[config.mk]
export PLATFORM = sky130hd
export DESIGN_NAME = exec_top
export DESIGN_NICKNAME = d
export VERILOG_FILES = /design/src/common/exec_pkg.sv /design/src/common/operand_if.sv /design/src/alu/alu_core.sv /design/src/branch/branch_unit.sv /design/src/regfile/reg_file.sv /design/src/verilog/exec_top.sv /design/src/verilog/op_decode.sv
export SDC_FILE = /design/constraint.sdc
export NUM_CORES = 2
export LEC_CHECK = 0
export ABC_CLOCK_PERIOD_IN_PS = 13000
export BUFFER_PORTS_ARGS = -buffer_cell sky130_fd_sc_hd__clkbuf_2
export CELL_PAD_IN_SITES_DETAIL_PLACEMENT = 0
export CELL_PAD_IN_SITES_GLOBAL_PLACEMENT = 1
export CORE_MARGIN = 2
export CORE_UTILIZATION = 25
export DETAILED_ROUTE_END_ITERATION = 12
export GPL_TIMING_DRIVEN = 0
export PLACE_DENSITY = 0.44
export SLEW_MARGIN = 20
export SYNTH_ARGS = -nofsm -noshare
export SYNTH_HDL_FRONTEND = slang
export SYNTH_SLANG_ARGS = --single-unit
[constraint.sdc]
create_clock -name clock -period 13 [get_ports clock]
set_clock_uncertainty 0.15 [all_clocks]
set_input_delay 2.6 -clock clock [delete_from_list [all_inputs] [get_ports clock]]
set_output_delay 2.6 -clock clock [all_outputs]
set_load 0.1 [all_outputs]
[src/common/exec_pkg.sv]
`default_nettype none

package exec_pkg;

	localparam int WORD_W      = 16;
	localparam int ADDR_W      = 6;
	localparam int IMM_W       = 16;
	localparam int NUM_REGS    = 64;
	localparam int SHIFT_BITS  = 4;   // low operand bits used as shift amount

	localparam int IMM_SMALL_W = 6;   // add/sub/shift immediates, zero extended
	localparam int IMM_LOGIC_W = 9;   // and/or/xor immediates, zero extended
	localparam int IMM_COND_W  = 10;  // conditional branch offset, sign extended

	typedef logic [WORD_W-1:0] word_t;
	typedef logic [ADDR_W-1:0] reg_addr_t;
	typedef logic [IMM_W-1:0]  imm_t;

	typedef enum logic [5:0] {
		OP_NOP  = 6'd0,   // breakpoint when imm is zero
		OP_ADD  = 6'd1,
		OP_SUB  = 6'd2,
		OP_AND  = 6'd3,
		OP_OR   = 6'd4,
		OP_XOR  = 6'd5,
		OP_ASR  = 6'd6,
		OP_LSL  = 6'd7,
		OP_LSR  = 6'd8,
		OP_MOV  = 6'd9,
		OP_ADDI = 6'd10,
		OP_SUBI = 6'd11,
		OP_ASRI = 6'd12,
		OP_LSLI = 6'd13,
		OP_LSRI = 6'd14,
		OP_MOVI = 6'd15,
		OP_BR   = 6'd32,  // full 16 bit offset
		OP_BEQ  = 6'd34,
		OP_BNE  = 6'd35,
		OP_BLT  = 6'd36,
		OP_BGT  = 6'd37,
		OP_BLTU = 6'd38,
		OP_BGTU = 6'd39
	} opcode_t;

	typedef enum logic [3:0] {
		ALU_NONE,
		ALU_ADD,
		ALU_SUB,
		ALU_AND,
		ALU_OR,
		ALU_XOR,
		ALU_ASR,
		ALU_LSL,
		ALU_LSR,
		ALU_PASS_A,
		ALU_PASS_B
	} alu_op_t;

	typedef enum logic [2:0] {
		BR_NONE,
		BR_ALWAYS,
		BR_EQ,
		BR_NE,
		BR_LT,
		BR_GT,
		BR_LTU,
		BR_GTU
	} br_cond_t;

endpackage

`default_nettype wire

[src/common/operand_if.sv]
`timescale 1ns/1ps
`default_nettype none

interface operand_if;
	import exec_pkg::*;

	alu_op_t   alu_op;
	br_cond_t  br_cond;
	word_t     a;
	word_t     b;          // register value or extended immediate
	word_t     offset;     // branch offset, already extended
	logic      use_carry;
	reg_addr_t dest;
	logic      exec_en;    // valid and not halted
	logic      halt_req;

	modport dec (output alu_op, br_cond, a, b, offset, use_carry, dest, exec_en, halt_req);

	modport alu (input alu_op, a, b, use_carry, dest, exec_en);

	modport br (input br_cond, a, b, offset, exec_en, halt_req);

endinterface

`default_nettype wire

[src/alu/alu_core.sv]
`timescale 1ns/1ps
`default_nettype none

module alu_core (
	input  logic               clock,
	input  logic               rst_n,
	operand_if.alu             ops,
	output logic               wr_en,
	output exec_pkg::reg_addr_t wr_addr,
	output exec_pkg::word_t     wr_data,
	output logic               wb_valid,
	output exec_pkg::reg_addr_t wb_addr,
	output exec_pkg::word_t     wb_data,
	output logic               carry
);
	import exec_pkg::*;

	logic                  carry_q;
	logic                  cin;
	logic [SHIFT_BITS-1:0] shamt;
	logic [WORD_W:0]       res;    // bit 16 is carry or borrow out
	logic                  carry_upd;

	assign cin   = ops.use_carry & carry_q;
	assign shamt = ops.b[SHIFT_BITS-1:0];

	always_comb begin
		case (ops.alu_op)
			ALU_ADD:    res = {1'b0, ops.a} + {1'b0, ops.b} + {{WORD_W{1'b0}}, cin};
			ALU_SUB:    res = {1'b0, ops.a} - {1'b0, ops.b} - {{WORD_W{1'b0}}, cin};
			ALU_AND:    res = {1'b0, ops.a & ops.b};
			ALU_OR:     res = {1'b0, ops.a | ops.b};
			ALU_XOR:    res = {1'b0, ops.a ^ ops.b};
			ALU_ASR:    res = {1'b0, word_t'($signed(ops.a) >>> shamt)};  // sign fill
			ALU_LSL:    res = {1'b0, ops.a << shamt};
			ALU_LSR:    res = {1'b0, ops.a >> shamt};
			ALU_PASS_A: res = {1'b0, ops.a};
			ALU_PASS_B: res = {1'b0, ops.b};
			default:    res = '0;
		endcase
	end

	// write port goes straight to the register file this cycle
	assign wr_en   = ops.exec_en && (ops.alu_op != ALU_NONE);
	assign wr_addr = ops.dest;
	assign wr_data = res[WORD_W-1:0];

	// only carry mode add/sub touch the flag
	assign carry_upd = wr_en && ops.use_carry &&
		(ops.alu_op == ALU_ADD || ops.alu_op == ALU_SUB);

	always_ff @(posedge clock or negedge rst_n) begin
		if (!rst_n) begin
			wb_valid <= 1'b0;
			carry_q  <= 1'b0;
		end else begin
			wb_valid <= wr_en;
			if (carry_upd) begin
				carry_q <= res[WORD_W];
			end
		end
	end

	always_ff @(posedge clock) begin
		if (wr_en) begin
			wb_addr <= wr_addr;
			wb_data <= wr_data;
		end
	end

	assign carry = carry_q;

endmodule

`default_nettype wire

[src/branch/branch_unit.sv]
`timescale 1ns/1ps
`default_nettype none

module branch_unit (
	input  logic           clock,
	input  logic           rst_n,
	operand_if.br          ops,
	output logic           branch_taken,
	output exec_pkg::word_t pc_offset,
	output logic           halted
);
	import exec_pkg::*;

	logic cond_met;
	logic take;

	// compares register values, not register numbers
	always_comb begin
		case (ops.br_cond)
			BR_ALWAYS: cond_met = 1'b1;
			BR_EQ:     cond_met = (ops.a == ops.b);
			BR_NE:     cond_met = (ops.a != ops.b);
			BR_LT:     cond_met = ($signed(ops.a) < $signed(ops.b));
			BR_GT:     cond_met = ($signed(ops.a) > $signed(ops.b));
			BR_LTU:    cond_met = (ops.a < ops.b);
			BR_GTU:    cond_met = (ops.a > ops.b);
			default:   cond_met = 1'b0;
		endcase
	end

	assign take = ops.exec_en & cond_met;

	always_ff @(posedge clock or negedge rst_n) begin
		if (!rst_n) begin
			branch_taken <= 1'b0;
			halted       <= 1'b0;
		end else begin
			branch_taken <= take;      // single cycle pulse
			if (ops.halt_req) begin
				halted <= 1'b1;        // sticky until reset
			end
		end
	end

	always_ff @(posedge clock) begin
		if (take) begin
			pc_offset <= ops.offset;
		end
	end

endmodule

`default_nettype wire

[src/regfile/reg_file.sv]
`timescale 1ns/1ps
`default_nettype none

module reg_file (
	input  logic               clock,
	input  logic               rst_n,
	input  exec_pkg::reg_addr_t rd_addr_a,
	input  exec_pkg::reg_addr_t rd_addr_b,
	output exec_pkg::word_t     rd_data_a,
	output exec_pkg::word_t     rd_data_b,
	input  logic               wr_en,
	input  exec_pkg::reg_addr_t wr_addr,
	input  exec_pkg::word_t     wr_data
);
	import exec_pkg::*;

	word_t regs [NUM_REGS];

	// reads see the array directly, a write lands at the next edge
	assign rd_data_a = regs[rd_addr_a];
	assign rd_data_b = regs[rd_addr_b];

	always_ff @(posedge clock or negedge rst_n) begin
		if (!rst_n) begin
			for (int i = 0; i < NUM_REGS; i++) begin
				regs[i] <= '0;
			end
		end else if (wr_en) begin
			regs[wr_addr] <= wr_data;
		end
	end

endmodule

`default_nettype wire

[src/verilog/exec_top.sv]
`timescale 1ns/1ps
`default_nettype none

module exec_top (
	input  logic               clock,
	input  logic               rst_n,
	input  logic               instr_valid,
	input  exec_pkg::opcode_t   opcode,
	input  exec_pkg::reg_addr_t dest,
	input  exec_pkg::reg_addr_t src_a,
	input  exec_pkg::reg_addr_t src_b,
	input  exec_pkg::imm_t      imm,
	input  logic               use_carry,
	input  logic               use_imm,
	output logic               wb_valid,
	output exec_pkg::reg_addr_t wb_addr,
	output exec_pkg::word_t     wb_data,
	output logic               carry,
	output logic               branch_taken,
	output exec_pkg::word_t     pc_offset,
	output logic               halted
);
	import exec_pkg::*;

	word_t     rd_data_a;
	word_t     rd_data_b;
	logic      wr_en;
	reg_addr_t wr_addr;
	word_t     wr_data;

	operand_if ops ();

	reg_file u_reg_file (
		.clock     (clock),
		.rst_n     (rst_n),
		.rd_addr_a (src_a),
		.rd_addr_b (src_b),
		.rd_data_a (rd_data_a),
		.rd_data_b (rd_data_b),
		.wr_en     (wr_en),
		.wr_addr   (wr_addr),
		.wr_data   (wr_data)
	);

	op_decode u_op_decode (
		.opcode      (opcode),
		.dest        (dest),
		.imm         (imm),
		.use_carry   (use_carry),
		.use_imm     (use_imm),
		.instr_valid (instr_valid),
		.halted      (halted),
		.rd_data_a   (rd_data_a),
		.rd_data_b   (rd_data_b),
		.ops         (ops.dec)
	);

	alu_core u_alu_core (
		.clock    (clock),
		.rst_n    (rst_n),
		.ops      (ops.alu),
		.wr_en    (wr_en),
		.wr_addr  (wr_addr),
		.wr_data  (wr_data),
		.wb_valid (wb_valid),
		.wb_addr  (wb_addr),
		.wb_data  (wb_data),
		.carry    (carry)
	);

	branch_unit u_branch_unit (
		.clock        (clock),
		.rst_n        (rst_n),
		.ops          (ops.br),
		.branch_taken (branch_taken),
		.pc_offset    (pc_offset),
		.halted       (halted)
	);

endmodule

`default_nettype wire

[src/verilog/op_decode.sv]
`timescale 1ns/1ps
`default_nettype none

module op_decode (
	input  exec_pkg::opcode_t   opcode,
	input  exec_pkg::reg_addr_t dest,
	input  exec_pkg::imm_t      imm,
	input  logic               use_carry,
	input  logic               use_imm,
	input  logic               instr_valid,
	input  logic               halted,
	input  exec_pkg::word_t     rd_data_a,
	input  exec_pkg::word_t     rd_data_b,
	operand_if.dec             ops
);
	import exec_pkg::*;

	word_t imm_small;
	word_t imm_logic;
	word_t imm_cond;
	logic  exec_en;

	assign imm_small = {{(WORD_W-IMM_SMALL_W){1'b0}}, imm[IMM_SMALL_W-1:0]};
	assign imm_logic = {{(WORD_W-IMM_LOGIC_W){1'b0}}, imm[IMM_LOGIC_W-1:0]};
	assign imm_cond  = {{(WORD_W-IMM_COND_W){imm[IMM_COND_W-1]}}, imm[IMM_COND_W-1:0]};

	assign exec_en = instr_valid & ~halted;  // nothing issues once halted

	assign ops.exec_en  = exec_en;
	assign ops.a        = rd_data_a;
	assign ops.dest     = dest;
	assign ops.halt_req = exec_en && (opcode == OP_NOP) && (imm == '0);

	always_comb begin
		ops.alu_op    = ALU_NONE;
		ops.br_cond   = BR_NONE;
		ops.b         = rd_data_b;
		ops.offset    = imm_cond;
		ops.use_carry = 1'b0;
		case (opcode)
			OP_ADD: begin
				ops.alu_op    = ALU_ADD;
				ops.use_carry = use_carry;
			end
			OP_SUB: begin
				ops.alu_op    = ALU_SUB;
				ops.use_carry = use_carry;  // borrow mode
			end
			OP_AND: begin
				ops.alu_op = ALU_AND;
				ops.b      = use_imm ? imm_logic : rd_data_b;
			end
			OP_OR: begin
				ops.alu_op = ALU_OR;
				ops.b      = use_imm ? imm_logic : rd_data_b;
			end
			OP_XOR: begin
				ops.alu_op = ALU_XOR;
				ops.b      = use_imm ? imm_logic : rd_data_b;
			end
			OP_ASR:  ops.alu_op = ALU_ASR;
			OP_LSL:  ops.alu_op = ALU_LSL;
			OP_LSR:  ops.alu_op = ALU_LSR;
			OP_MOV:  ops.alu_op = ALU_PASS_A;
			OP_ADDI: begin
				ops.alu_op = ALU_ADD;
				ops.b      = imm_small;
			end
			OP_SUBI: begin
				ops.alu_op = ALU_SUB;
				ops.b      = imm_small;
			end
			OP_ASRI: begin
				ops.alu_op = ALU_ASR;
				ops.b      = imm_small;
			end
			OP_LSLI: begin
				ops.alu_op = ALU_LSL;
				ops.b      = imm_small;
			end
			OP_LSRI: begin
				ops.alu_op = ALU_LSR;
				ops.b      = imm_small;
			end
			OP_MOVI: begin
				ops.alu_op = ALU_PASS_B;
				ops.b      = imm;      // all 16 bits
			end
			OP_BR: begin
				ops.br_cond = BR_ALWAYS;
				ops.offset  = imm;     // full width signed offset
			end
			OP_BEQ:  ops.br_cond = BR_EQ;
			OP_BNE:  ops.br_cond = BR_NE;
			OP_BLT:  ops.br_cond = BR_LT;
			OP_BGT:  ops.br_cond = BR_GT;
			OP_BLTU: ops.br_cond = BR_LTU;
			OP_BGTU: ops.br_cond = BR_GTU;
			default: ;                 // nop and unknown codes
		endcase
	end

endmodule

`default_nettype wire

# Word level (Yosys, flattened, before mapping)
# Index checks and enable logic that the tools add are counted.
[classes]
n_mux = 17
reduce_logical = 18
addsub = 4
n_eq_ne = 41
shifts = 3
order_cmp = 8
bitwise_logic = 10
[op_table]
columns = ["operator", "n"]
rows = [
  ["1024-bit bitwise mux", 1],
  ["16-bit binary-select mux with 6-bit select", 2],
  ["17-bit case mux with 10 select lines", 1],
  ["16-bit 2-to-1 mux", 7],
  ["16-bit demux with 6-bit select", 1],
  ["6-bit by 4-bit == test with 1-bit output (second input constant)", 8],
  ["16-bit case mux with 3 select lines", 1],
  ["6-bit == test (second input constant)", 7],
  ["4-bit case mux with 10 select lines", 1],
  ["16-bit greater-than comparator", 2],
  ["16-bit < comparator", 2],
  ["6-bit by 3-bit == test with 1-bit output (second input constant)", 4],
  ["7-bit >= comparator (second input constant)", 3],
  ["6-bit inverter with 7-bit output", 3],
  ["3-bit case mux with 7 select lines", 1],
  ["16-bit by 16-bit adder with 17-bit output", 1],
  ["17-bit by 1-bit adder with 17-bit output", 1],
  ["16-bit by 16-bit subtractor with 17-bit output", 1],
  ["17-bit by 1-bit subtractor with 17-bit output", 1],
  ["16-bit bitwise AND", 1],
  ["16-bit == test", 1],
  ["4-bit by 3-bit == test with 1-bit output (second input constant)", 4],
  ["16-bit logical NOT", 1],
  ["16-bit inequality test", 1],
  ["other kinds (25)", 45],
]
[word_totals]
in_bits = 45
ff_bits = 1066

# Longest topological paths before layout
[logic_depth]
ltp_word = 10
depth_mapped = 28
mapped_depth_nobuf = 21

# Modules after synthesis
# Synthesis repeated with hierarchy kept, for this count alone.
[hier_totals]
cells_unflattened = 4524
hier_area_um2 = 62059.5
[by_module_without_submodules]
columns = ["mod", "cells_per_inst", "seq_area_each_um2", "area_each_um2", "instances"]
rows = [
  ["reg_file", 3611, 25624.6, 54534.8, 1],
  ["alu_core", 720, 710.7, 5744.3, 1],
  ["branch_unit", 87, 530.5, 1043.5, 1],
  ["op_decode", 106, 0.0, 737.0, 1],
]

# Least setup slack after synthesis
# OpenSTA, ideal clock, no wires.
[synth_path]
kind = "input-to-reg"
startpoint = "input src_b[0]"
endpoint = "register u_branch_unit.pc_offset[0] (enable)"
t_required_ps = 12460
arrival_time_ps = 8538
slack_ps = 3922
stages = 21
path_cell_list = "buf_4 buf_2 buf_2 clkbuf_1 buf_1 mux4_2 mux4_2 mux2_2 a21oi_1 o21ai_0 ha_1 clkbuf_1 or4_1 nor4_1 nor3b_1 o21ai_0 nand4_1 a32oi_1 o21ai_0 o31ai_1 nor2_1"
[synth_via]
elab_chain_cells = 9
word_cells_on_any_way = 14
classes_between = "order compare (4); eq/ne (2); mux (6); bitwise (2)"
[synth_lines]
columns = ["element", "line_no", "rtl"]
rows = [
  ["from (decl)", "exec_top.sv:11", "input exec_pkg::reg_addr_t src_b,"],
  ["6-bit inverter with 7-bit output (implied by the code) *", "reg_file.sv:21", "assign rd_data_b = regs[rd_addr_b];"],
  ["16-bit binary-select mux with 6-bit select *", "reg_file.sv:21", ""],
  ["16-bit 2-to-1 mux (implied by the code) * (2 in series)", "reg_file.sv:21", ""],
  ["16-bit 2-to-1 mux", "op_decode.sv:51, op_decode.sv:55, op_decode.sv:59", ""],
  ["16-bit case mux with 3 select lines *", "op_decode.sv:40", "case (opcode)"],
  ["16-bit greater-than comparator, or another cell as far along", "branch_unit.sv:26", "BR_GTU: cond_met = (ops.a > ops.b);"],
  ["1-bit case mux with 7 select lines *", "branch_unit.sv:19", "case (ops.br_cond)"],
  ["1-bit bitwise AND *", "branch_unit.sv:31", "assign take = ops.exec_en & cond_met;"],
  ["via u_branch_unit.take", "branch_unit.sv:15", "logic take;"],
  ["to (signal assigned)", "branch_unit.sv:47", "pc_offset <= ops.offset;"],
  ["to (decl)", "branch_unit.sv:9", "output exec_pkg::word_t pc_offset,"],
]
# Mark *: on every way through the listed nets, which the timed path passes. The rest lies on a longest branch. The select of a mux whose other input is x is not followed.
# A chain may end at the register's enable or synchronous reset.

# Final worst setup path
[layout_path]
startpoint = "input src_a[1]"
endpoint = "register u_alu_core.wb_data[6] (data pin)"
[layout_via]
elab_chain_cells = 7
word_cells_on_any_way = 15
classes_between = "add/sub (4); shift (3); mux (4); bitwise (4)"
[layout_lines]
columns = ["element", "line_no", "rtl"]
rows = [
  ["from (decl)", "exec_top.sv:10", "input exec_pkg::reg_addr_t src_a,"],
  ["6-bit inverter with 7-bit output (implied by the code) *", "reg_file.sv:20", "assign rd_data_a = regs[rd_addr_a];"],
  ["16-bit binary-select mux with 6-bit select *", "reg_file.sv:20", ""],
  ["16-bit 2-to-1 mux (implied by the code) * (2 in series)", "reg_file.sv:20", ""],
  ["16-bit by 16-bit subtractor with 17-bit output / 16-bit by 16-bit adder with 17-bit output (equally long branches)", "alu_core.sv:30, alu_core.sv:29", ""],
  ["17-bit by 1-bit subtractor with 17-bit output / 17-bit by 1-bit adder with 17-bit output (equally long branches)", "alu_core.sv:30, alu_core.sv:29", ""],
  ["17-bit case mux with 10 select lines *", "alu_core.sv:28", "case (ops.alu_op)"],
  ["via u_alu_core.res[6]", "alu_core.sv:21", "logic [WORD_W:0] res;"],
  ["to (signal assigned)", "alu_core.sv:67", "wb_data <= wr_data;"],
  ["to (decl)", "alu_core.sv:13", "output exec_pkg::word_t wb_data,"],
]
# Marks and branches as above.

==> metrics.yaml <==
cts:
  cts.path.max_buffers: 3
  cts_root_buf: "clkbuf_16"
  clk_latency_ns: 0.81
  cts_setup_buffers: 0
  cts_hold_buf: 0
  cts-buffers-inserted: 142
  post_cts_resized: 0
  cts_tree: "yes"
  clk_pin_slew_ns: 0.06
  cts.htree.levels: 4
  cts_num_sinks: 1066
floorplanning:
  ioPinCount: 87
  num_rows: 179
  core-area_um2: 238000
  die_area_um2: 244000
  die-height_um: 494
  start_util: 0.252
  die_x_um: 494
global_routing:
  grt_pass1_vias: 48000
  grt_max_degree: 84
  track_usage: 0.265
  grt_pass1_wl_um: 440000
  antenna_found_initial: 24
  grt_overflow: 0
detailed_routing:
  final_antenna_net_count: 0
  vias: 49600
  wl_per_cell_um: 37.0
  drcViolationCount: 0
  initialDrtViolationCount: 5554
  wl_um: 328000
  avgViaCountPerCell: 5.60
  dr.pass1.iters: 6
power:
  p_comb_frac: 0.175
  internal_power_w: 0.00637
  powerDensity_nw_per_um2: 132
  p_leak_nw: 29.1
  p_switching_w: 0.00289
  seq_power_share: 0.393
  p_sw_frac: 0.312
  p_total_w: 0.00926
  p_clk_frac: 0.432
  ir_worst_vdd_mv: 0.0794
yosys:
  synth_top_cell_area_share: 0.429
  syn_inst: 5322
  syn_area_per_cell_um2: 11.3
  yosysTopAreaCell: "dfrtp_1"
  syn_nets: 5448
  ys_types: 90
  synth-seq-cells: 1066
  synth_edf_count: 38
  yosysWarnings: 0
  syn_area_um2: 59900
  yosys_most_used_dff: "dfrtp_1"
  seq_area_frac_synth: 0.448
  synthArstFlopShare: 0.964
  synthTopCellsByArea: "dfrtp_1, mux4_2, a21oi_1"
critical_path:
  cp.required_ns: 13.33
  worstPathCellList: "buf_4 -> buf_2 -> buf_2 -> clkbuf_2 -> clkbuf_2 -> mux4_2 -> mux4_2 -> mux4_2 -> fa_1 -> fa_1 -> nand2b_1 -> a21oi_1 -> o21bai_1 -> a21oi_1 -> xnor2_1 -> o221ai_1 -> a221oi_1 -> o221ai_1 -> o31ai_1 -> buf_2 -> clkbuf_1 -> inv_1"
  path_max_fanout: 10
  ff2ff_setup_slack_ns: 4.30
  crit_slowest_cell: "buf_2"
  worstPathArrival_ns: 12.66
  worstSetupPathType: "input port to register"
  start_kind: "input port"
  endpoint_kind: "register"
  r2r-start: "u_reg_file.regs[882]"
  r2r_end: "u_alu_core.wb_data[6]"
  r2r_cells: 19
  cp_slowest_stage_delay_ns: 0.86
timing:
  hold_violations: 0
  holdWs_ns: 0.348
  fmax_ghz: 0.0811
  slew_headroom: 0.167
  fin_crit_ns: 12.33
  worst_pin_slew_ns: 1.25
  slew_violations: 0
  worst_slack_ns: 0.671
  finalCritPeriodShare: 0.948
  finalSetupTns_ns: 0
  setup_viol: 0
  rsz0062_at_grt: "no"
worst_hold_path:
  min_to: "u_branch_unit.halted"
  min_from: "u_branch_unit.halted"
  min_path_cells: 1
  hold_class: "register to register"
finish:
  layout_common_cells: "dfrtp_1, nor2_1, a21oi_1"
  final_common_cell: "dfrtp_1"
  layout.cells.non_filler: 8864
  drive_gt1_frac: 0.240
  syn2layout_area_growth_pct: 16.7
  fillCellCount: 24600
  nets: 5714
placement:
  io_buffers: 79
  pre_cts_ws_ns: -0.211
  dp_hpwl_um: 242000
  placed_cells: 8611
  routabilityCongestion: 0.918
run:
  drv_cap: 0
status:
  status: "complete, no violations"
## area by class of cell
class                           instances  area (um2)  share of cell area
Antenna cell                            7        17.5            0.000251
Inverter                               86         323             0.00462
Tap cell                             3167        3960              0.0567
Sequential cell                      1066       26900               0.384
Clock inverter                         35         335             0.00480
Multi-Input combinational cell       3693       30500               0.436
Buffer                                477        2450              0.0351
Timing Repair Buffer                  122        1260              0.0180
Clock buffer                          211        4240              0.0606
## synth_stat cells (11+ instances only)
cell and number:
nor3_1 39, o21bai_1 15, and3_1 14, a21oi_1 609, inv_2 11, edfxtp_1 38, nor2b_1 20, and2_1 12
a31oi_1 16, nand2b_1 11, clkbuf_1 263, o22ai_1 19, a22oi_1 39, mux2_2 145, ha_1 77, buf_6 38
a221oi_1 18, o211ai_1 14, o221ai_1 11, a21o_1 14, o21ai_1 66, mux2i_1 98, buf_2 91, nor4_1 12
nand2_1 544, nand3_1 51, mux4_2 580, inv_1 75, buf_1 35, buf_4 46, xnor2_1 16, dfrtp_1 1028
o21ai_0 369, nor2_1 686
## power groups by stage
stage / combinational [W] / sequential [W] / clock, W
after global routing: 0.00169 / 0.00366 / 0.00420
after detailed placement: 0.00159 / 0.00369 / 0
final: 0.00162 / 0.00364 / 0.00400
after floorplan: 0.000848 / 0.00368 / 0
after CTS: 0.00160 / 0.00363 / 0.00407
after global placement: 0.00156 / 0.00370 / 0
## worst max-delay path: cells and delay by family
family                     cells  cell delay, ns
buffers and inverters          8            4.29
AOI/OAI and AO/OA              7            2.64
muxes                          3            1.66
adders and majority gates      2            1.00
xor gates and xnor gates       1            0.21
and+or+nand+nor                1            0.17
## sequential cells by signal (all words and copies together), names as in the netlist
name                        count
u_reg_file.regs              1024
u_alu_core.wb_data             16
u_branch_unit.pc_offset        16
u_alu_core.wb_addr              6
u_alu_core.carry                1
u_alu_core.wb_valid             1
u_branch_unit.branch_taken      1
u_branch_unit.halted            1
## cells by family (layout without fill, tap and decap cells)
group / count (synthesis) / in the layout / synth area share
other cells: 0 / 7 / 0
buf+inv: 563 / 931 / 0.0449
simple gates: 1456 / 1456 / 0.100
compound gates: 1311 / 1311 / 0.124
fa+ha+maj: 81 / 81 / 0.0174
mux: 823 / 823 / 0.262
xor+xnor: 22 / 22 / 0.00322
flops: 1066 / 1066 / 0.448
## how the worst max path moves through the flow
stage	from	end	slack, ns
floorplan	src_b[0]	u_branch_unit.pc_offset[0]	3.92
CTS	src_b[0]	u_reg_file.regs[13]	0.61
finish	src_a[1]	u_alu_core.wb_data[6]	0.67
global route	src_b[0]	u_reg_file.regs[1005]	0.56
detailed placement	src_b[0]	u_reg_file.regs[973]	-0.21
global placement	rst_n	u_alu_core.wb_valid	-19.41
## layer usage
metal / wire length [um] / share of wire / vias to the layer above / GRT usage
li1: - / - / 20200 / -
met1: 139000 / 0.42 / 26400 / 0.361
met2: 149000 / 0.45 / 2437 / 0.413
met3: 24600 / 0.075 / 559 / 0.0515
met4: 15600 / 0.048 / 6 / 0.111
met5: 42 / 0.00013 / - / 0
## metrics by stage
stage | instance area [um2] | utilization
6_report | 69900 | 0.294
5_1_grt | 69900 | 0.294
4_1_cts | 69900 | 0.294
3_5_place_dp | 65300 | 0.274
3_3_place_gp | 64300 | 0.270
2_1_floorplan | 59900 | -
Power figures use the tool's default switching activity.
